**src/hw/aes_ctrl_pkg.sv**
```systemverilog
// control constants for AES-128 sequencing and key expansion.
`default_nettype none

package aes_ctrl_pkg;

	// AES-128 always runs ten rounds.
	localparam int num_rounds = 10;

	// cycles from a round launch to its registered result.
	localparam int round_lat = 3;

	typedef logic [7:0] rcon_t;

	// constant used for the first round key.
	localparam rcon_t rcon_first = 8'h01;

	typedef enum logic [1:0]
	{
		idle,
		launch,
		wait_round
	} seq_state_t;

endpackage

`default_nettype wire

```
**src/hw/aes_types_pkg.sv**
```systemverilog
// datapath types for AES-128 and the forward S-box.
// state words are ordered with column 0 in the most significant 32 bits.
`default_nettype none

package aes_types_pkg;

	typedef logic [127:0] state_t;
	typedef logic [31:0] word_t;
	typedef logic [7:0] byte_t;

	// forward S-box, entry 0 in the leftmost byte, two table rows per literal.
	localparam byte_t [0:255] sbox_table = {
		256'h637c777bf26b6fc53001672bfed7ab76_ca82c97dfa5947f0add4a2af9ca472c0,
		256'hb7fd9326363ff7cc34a5e5f171d83115_04c723c31896059a071280e2eb27b275,
		256'h09832c1a1b6e5aa0523bd6b329e32f84_53d100ed20fcb15b6acbbe394a4c58cf,
		256'hd0efaafb434d338545f9027f503c9fa8_51a3408f929d38f5bcb6da2110fff3d2,
		256'hcd0c13ec5f974417c4a77e3d645d1973_60814fdc222a908846eeb814de5e0bdb,
		256'he0323a0a4906245cc2d3ac629195e479_e7c8376d8dd54ea96c56f4ea657aae08,
		256'hba78252e1ca6b4c6e8dd741f4bbd8b8a_703eb5664803f60e613557b986c11d9e,
		256'he1f8981169d98e949b1e87e9ce5528df_8ca1890dbfe6426841992d0fb054bb16
	};

	// multiply by x in GF(2^8) modulo x^8 + x^4 + x^3 + x + 1.
	function automatic byte_t xtime(input byte_t b);
		return {b[6:0], 1'b0} ^ (b[7] ? 8'h1b : 8'h00);
	endfunction

endpackage

`default_nettype wire

```
**src/hw/aes_block_sequencer.sv**
```systemverilog
// runs one block at a time through the round unit; start is ignored while busy.
// done pulses 31 cycles after acceptance, ciphertext holds until the next start.
`timescale 1ns/100ps
`default_nettype none

module aes_block_sequencer
(
	input logic round_clk,
	input logic round_rst_n,
	input logic start,
	input logic out_valid,
	input aes_types_pkg::state_t plaintext,
	input aes_types_pkg::state_t cipher_key,
	input aes_types_pkg::state_t state_out,
	output logic busy,
	output logic done,
	output logic round_valid,
	output logic final_round,
	output logic key_load,
	output logic key_step,
	output aes_types_pkg::state_t round_state_in,
	output aes_types_pkg::state_t ciphertext
);

	import aes_types_pkg::*;
	import aes_ctrl_pkg::*;

	seq_state_t state;
	logic [3:0] round_cnt;
	state_t block_state;
	logic accept;
	logic next_round;
	logic finish;

	assign accept = start && (state == idle);
	assign busy = (state != idle);

	// a round result either launches the next round or ends the block.
	assign next_round = (state == wait_round) && out_valid && (round_cnt != num_rounds);
	assign finish = (state == wait_round) && out_valid && (round_cnt == num_rounds);

	assign round_valid = (state == launch) || next_round;
	assign final_round = round_valid && (round_cnt == num_rounds - 1);
	assign round_state_in = (state == launch) ? block_state : state_out;

	// the key expander follows the round launches.
	assign key_load = accept;
	assign key_step = round_valid;

	always_ff @(posedge round_clk)
	begin
		if (!round_rst_n)
		begin
			state <= idle;
			round_cnt <= '0;
			done <= 1'b0;
			ciphertext <= '0;
		end
		else
		begin
			done <= finish;
			if (round_valid)
				round_cnt <= round_cnt + 4'd1;
			case (state)
				idle:
					if (start)
					begin
						state <= launch;
						round_cnt <= '0;
					end
				launch:
					state <= wait_round;
				default:
					if (finish)
					begin
						state <= idle;
						ciphertext <= state_out;
					end
			endcase
		end
	end

	// initial key addition.
	always_ff @(posedge round_clk)
	begin
		if (!round_rst_n)
			block_state <= '0;
		else if (accept)
			block_state <= plaintext ^ cipher_key;
	end

endmodule

`default_nettype wire

```
**config.mk**
```make
export PLATFORM = sky130hd
export DESIGN_NAME = aes_block_sequencer
export DESIGN_NICKNAME = d
export VERILOG_FILES = /design/src/hw/aes_ctrl_pkg.sv /design/src/hw/aes_types_pkg.sv /design/src/hw/aes_block_sequencer.sv
export SDC_FILE = /design/constraint.sdc
export NUM_CORES = 1
export LEC_CHECK = 0
export BUFFER_PORTS_ARGS = -buffer_cell sky130_fd_sc_hd__buf_2
export CORE_AREA = 2 2 249 251
export DETAILED_ROUTE_END_ITERATION = 8
export DIE_AREA = 0 0 251 253
export HOLD_SLACK_MARGIN = 0.12
export PLACE_DENSITY = 0.39
export SETUP_SLACK_MARGIN = 0.2
export SYNTH_ARGS = -nofsm -noshare
export SYNTH_HDL_FRONTEND = slang
export SYNTH_SLANG_ARGS = --single-unit
```
**constraint.sdc**
```tcl
create_clock -name round_clk -period 2.8 [get_ports round_clk]
set_clock_uncertainty 0.05 [all_clocks]
set_input_delay 0.84 -clock round_clk [delete_from_list [all_inputs] [get_ports round_clk]]
set_output_delay 0.84 -clock round_clk [all_outputs]
set_load 0.02 [all_outputs]
```
==> metrics.txt, run 1 <==
r2r setup slk 270 ps; wire length of the first global-routing pass between 80000 and 90000 microns; iteration-0 DRC count of the detailed router about 680; dpl hpwl 39030 microns; Area Growth Syn to Fin 68.69%; area leader, netlist dfxtp_1; CTS tree done; crit path kind flop to output pin; Std-Cell Rows between 90 and 100; Max Freq 0.3653 GHz; worst hold slack a little over 400 ps; clock sink count 263; Pwr Total around 11 mW; Global Route Usage Sum 18.60%; Mapped Nets around 2000; die height about 250 microns; Worst EP required about 1900 ps; Synth top area share approximately two fifths; vias per cell 4.617; Routed Antenna Nets 0; post-route setup TNS 0 ps; aggregate global routing overflow 0; drt drc 0; clk slew on worst S/H paths about 60 ps; htree depth 2; CP endpoint kind output pin; most used cell, CP buf_6; clk root buf clkbuf_16; asr flop ratio synth 0%; max-slew violations 0; Post-DP Area 16830 sq um; footprint of the multi-input gates 8177 sq um; Non-Filler Instances 3068; drt wl/cell 22.52 microns; dpl cells ~3000; layout cells sized above 1 between 40% and 50%; initial antenna violation count 9; CP Buf/Inv Count 4; Ys Warns 0; nets@finish between 2000 and 3000; vias post-DR 14166; pwr dens approximately 520 nW/um^2; Fillers approximately 6400; outcome finished clean; Max Cap Viol 0; worst vdd ir approximately 300 uV; worst skew pair latency 520 ps; CTS Buf Count 35; largest net degree at the start of global routing 132; Hold Crit Class flop to flop; CTS Buffer Depth 3; Crit path largest cell delay 400 ps; Tmin final 2738 ps; cts hold-fix bufs 0; sequential element share of the synthesized area approximately two fifths; most frequent cell after synthesis nand2_1; synth top area cells dfxtp_1, nand2_1, o211a_1, xnor2_1, a21boi_0; final worst-path cycle share 97.77%; crit-path cells nor2b_4 -> buf_6 -> buf_12 -> a21oi_4 -> inv_2 -> and4b_2 -> buf_6; Post-Synthesis Cells about 1600; number of global-route vias before repair roughly 14000; FF+latch count, synth 263; number of synthesized flops with an enable pin 0; Hold Vio Cnt, Final 0; Starting Density 21.11%; Final setup viols 0; core area 61030 sq um; slew margin rel. between 40 and 50%; Pre-Repair DR Iteration Count 7; Die Width 251 microns; RSZ-0062 raised after global routing true; die area 63500 sq um; Slowest-stage cell, CP dfxtp_4; Post-synth top cells nand2_1, dfxtp_1, nand3_1; ys flop type dfxtp_1; worst slew pin tran approximately 810 ps; synthesized area per cell around 8.1 sq um; critical path data arrival time about 1900 ps; Leak Pwr 11.15 nW; Detailed Route WL 69100 microns; gpl congestion 0.8170; top cell family by delay on the critical path buffers and inverters; CP Max Fanout 10; critical path launch point type flop; Syn Std Cell Area 12880 sq um; Ports 650; design area 21740 sq um; Yosys cell types 30; Register Area 5278 sq um; Port Buffers about 650
## routing by layer
metal / GRT usage [%] / routed length, microns / vias up / share of wire, %
met2: 33.22 / 33980 / 510 / 49
met5: 0 / 34 / - / 0.049
li1: - / - / 6743 / -
met4: 4.983 / 1843 / 6 / 2.7
met3: 4.729 / 4688 / 104 / 6.8
met1: 22.04 / 28550 / 6803 / 41
## kinds of logic after synthesis
| group | after synthesis | share of synthesized area (%) |
|---|---|---|
| flops | 263 | 40.86 |
| xor+xnor | 128 | 8.701 |
| fa+ha+maj | 3 | 0.2913 |
| compound gates | 389 | 22.65 |
| simple gates | 661 | 20.98 |
| mux | 4 | 0.3108 |
| buf+inv | 150 | 6.215 |
## state kept, by name (all words and copies together) (netlist names)
name and flops:
round_cnt 4, state 2, block_state 128, done 1, ciphertext 128
## power breakdown
part	total [mW]	internal (mW)	switching (mW)	leakage, nW
Combinational	2.78	1.30	1.48	8.44
Clock	4.49	2.69	1.80	0.556
Sequential	4.08	3.94	0.144	2.15
## area by class of cell
cell class,count,area share [%]
clock inverter,7,0.3108
clock buffer,54,4.876
inverter,4,0.1151
timing repair buffer,761,28.21
tap,790,4.548
sequential,263,24.28
antenna,4,0.04605
multi-input combinational,1185,37.62
## through the flow
stage                     worst slack, ps  util [%]
final                               62.42     35.62
after global routing               -12.65     35.61
after CTS                           28.03     32.27
after detailed placement            127.7     27.58
after global placement              117.3     27.58
after floorplan                     215.5         -
## placed cells by master, fill, tap and decap left out, drive strengths merged, types with 5 or more instances in the layout
cell    instances
buf           742
nand2         514
dfxtp         263
nand3         133
a21boi        129
xnor2         128
o211a         128
o21ai         128
clkbuf         73
clkinv          6
nand3b          5
## worst paths after layout
path / startpoint / to / depth (start not counted)
max reg2reg: round_cnt[0]$_SDFF_PN0_ / ciphertext[36]$_SDFFE_PN0P_ / 16
min reg2reg: ciphertext[17]$_SDFFE_PN0P_ / ciphertext[17]$_SDFFE_PN0P_ / 2
min: ciphertext[17]$_SDFFE_PN0P_ / ciphertext[17]$_SDFFE_PN0P_ / 2
max: state[1]$_SDFFE_PN0P_ / final_round / 7
## timing repair
item | CTS | global route
gates resized for setup | 267 | 546
setup endpoints to repair | 132 | 260
buffers inserted | 32 | 3
pin swaps | 55 | 139
cloned | 22 | 26
## worst reg2reg max path: stages (launching register included)
cell and delay [ps]:
dfxtp_4 350, inv_4 60, ha_4 120, nand3b_1 130, buf_4 170, buf_4 120, buf_4 120, buf_4 120
buf_4 120, buf_6 100, buf_6 100, buf_6 110, buf_8 130, clkbuf_16 200, buf_16 180, o21ai_2 150
a21boi_0 100
No activity file was read; power rests on OpenSTA's default activity.
==> inputs of run 2 (changes only) <==
--- a/config.mk
+++ b/config.mk
@@ -6,11 +6,14 @@
 export NUM_CORES = 1
 export LEC_CHECK = 0
 export BUFFER_PORTS_ARGS = -buffer_cell sky130_fd_sc_hd__buf_2
-export CORE_AREA = 2 2 249 251
+export CELL_PAD_IN_SITES_DETAIL_PLACEMENT = 0
+export CELL_PAD_IN_SITES_GLOBAL_PLACEMENT = 1
+export CORE_AREA = 2 2 255 257
+export CTS_CLUSTER_SIZE = 24
 export DETAILED_ROUTE_END_ITERATION = 8
-export DIE_AREA = 0 0 251 253
+export DIE_AREA = 0 0 257 259
 export HOLD_SLACK_MARGIN = 0.12
-export PLACE_DENSITY = 0.39
+export PLACE_DENSITY = 0.51
 export SETUP_SLACK_MARGIN = 0.2
 export SYNTH_ARGS = -nofsm -noshare
 export SYNTH_HDL_FRONTEND = slang
==> metrics.txt, run 2 (same netlist as run 1, synthesis figures left out) <==
Detailed Route WL 70600 microns (+2.2%); nets@finish 2640 (-0.038%); core area 63880 sq um (+4.7%); most common cell after layout, fill and taps aside buf_2; CTS tree done; layout cells sized above 1 48.24% (-0.49 points); Pre-Repair DR Iteration Count 5 (-2); aggregate global routing overflow 0 (unchanged); pwr dens 519.9 nW/um^2 (-0.45%); worst hold slack 401.4 ps (-1.966 ps); RSZ-0062 raised after global routing true; wire length of the first global-routing pass 91940 microns (+3.4%); Area Growth Syn to Fin 68.50%; sw power 3.426 mW (+0.26%); worst slew pin tran 833.2 ps (+18.36 ps); Int Power 7.862 mW (-0.92%); die height 259 microns (+2.4%); final worst-path cycle share 98.08% (+0.31 points); number of global-route vias before repair 13826 (-0.55%); clk slew on worst S/H paths 50 ps (about the same); clk root buf clkbuf_16; outcome finished clean; gpl congestion 0.8481 (+3.8%); dpl hpwl 40730 microns (+4.4%); CP Max Fanout 6 (-4); Final setup viols 0 (unchanged); crit path kind flop to output pin; CTS Buf Count 35 (unchanged); r2r setup slk 230 ps (-40 ps); initial antenna violation count 9 (unchanged); Sw Share 30.35% (+0.25 points); Largest regs block_state (128), ciphertext (128), round_cnt (4); Routed Antenna Nets 0 (unchanged); largest net degree at the start of global routing 132 (unchanged); Max Cap Viol 0 (unchanged); worst skew pair latency 540 ps (+20 ps); vias post-DR 14015 (-1.1%); Fillers 6731 (+4.9%); Tmin final 2746 ps (+8.635 ps); CP endpoint kind output pin; Die Width 257 microns (+2.4%); critical path launch point type flop; worst vdd ir 282.1 uV (-4.9%); Starting Density 20.17% (-0.94 points); vias per cell 4.478 (-3.0%); pre-CTS setup slack 127.1 ps (-0.6270 ps); Ports 650 (unchanged); iteration-0 DRC count of the detailed router 615 (-9.4%); CTS Buffer Depth 3 (unchanged); die area 66560 sq um (+4.8%); Comb power frac 24.5% (about the same); sequential share of power 36.3% (+0.3 points); Pwr Total 11.29 mW (-0.56%); Hold Vio Cnt, Final 0 (unchanged); max-slew violations 0 (unchanged); Port Buffers 649 (unchanged); Leak Pwr 11.18 nW (+0.28%); drt wl/cell 22.56 microns (+0.15%); htree depth 2 (unchanged); commonest non-fill, non-tap cells in the layout buf_2, nand2_1, dfxtp_1; drt drc 0 (unchanged); Final Worst Setup Slack 53.78 ps (-8.635 ps); clock sink count 263 (unchanged); Global Route Usage Sum 18.35% (-0.25 points); Std-Cell Rows 93 (+2.2%); Hold Crit Class flop to flop; Clk network pwr share 39.3% (-0.3 points); slew margin rel. 44.45% (-1.2 points); Max Freq 0.3641 GHz (-0.31%); Worst EP required 1910 ps (about the same); critical path data arrival time 1860 ps (about the same); cts hold-fix bufs 0 (unchanged)
[run 2: cell count changes in the layout (fill, tap and decap cells not counted), sizes merged]
cell / previous run / this run
diode: 4 / 5
clkbuf: 73 / 66
clkinv: 6 / 5
inv: 4 / 6
buf: 742 / 744
[run 2: critical path, stage by stage (launching register included)]
cell     delay [ps]
dfxtp_4         340
nor2b_4         130
buf_6           130
buf_12          150
a21oi_4         130
inv_2            70
and4b_2         230
buf_6           130
[run 2: final cells by class]
type | instances | area [sq um] | area share [%]
Inverter | 4 | 25.02 | 0.1153
Clock inverter | 8 | 76.32 | 0.3515
Multi-Input combinational cell | 1185 | 8074 | 37.19
Clock buffer | 50 | 1022 | 4.708
Timing Repair Buffer | 760 | 6151 | 28.33
Tap cell | 855 | 1070 | 4.927
Sequential cell | 263 | 5280 | 24.32
Antenna cell | 5 | 12.51 | 0.05763
[run 2: power groups by stage]
| stage | clock, mW | combinational (mW) | sequential [mW] |
|---|---|---|---|
| finish | 4.43 | 2.76 | 4.09 |
| global route | 4.70 | 2.95 | 4.12 |
| CTS | 4.59 | 2.55 | 4.06 |
| detailed placement | 0 | 2.01 | 4.12 |
| global placement | 0 | 2.00 | 4.12 |
| floorplan | 0 | 1.14 | 4.09 |
[run 2: path summary, 6_finish.rpt]
kind,startpoint,endpoint,cells after the start
hold reg to reg,ciphertext[11]$_SDFFE_PN0P_,ciphertext[11]$_SDFFE_PN0P_,2
setup reg to reg,round_cnt[0]$_SDFF_PN0_,ciphertext[100]$_SDFFE_PN0P_,16
hold / removal,ciphertext[11]$_SDFFE_PN0P_,ciphertext[11]$_SDFFE_PN0P_,2
setup / recovery,state[0]$_SDFFE_PN0P_,final_round,7
[run 2: metal layers]
| layer | GRT usage [%] | share of wire (%) |
|---|---|---|
| met1 | 23.12 | 43 |
| met5 | 0 | 0.021 |
| met3 | 4.208 | 5.7 |
| met4 | 5.313 | 2.5 |
| met2 | 31.22 | 49 |
[run 2: repair_timing]
action	in CTS	in global routing
pin swaps	83	150
resized for setup	332	514
buffers inserted	30	3
endpoints found under the setup margin	132	259
cloned	21	22
[run 2: stage by stage]
stage,std cells,setup TNS (ps),instance area (sq um),utilization [%]
detailed placement,2991,0,16960,26.54
global route,3130,-120.3,21710,33.99
CTS,3100,0,19960,31.25
floorplan,1598,0,12900,-
global placement,2991,0,16960,26.54
finish,3130,0,21710,33.99
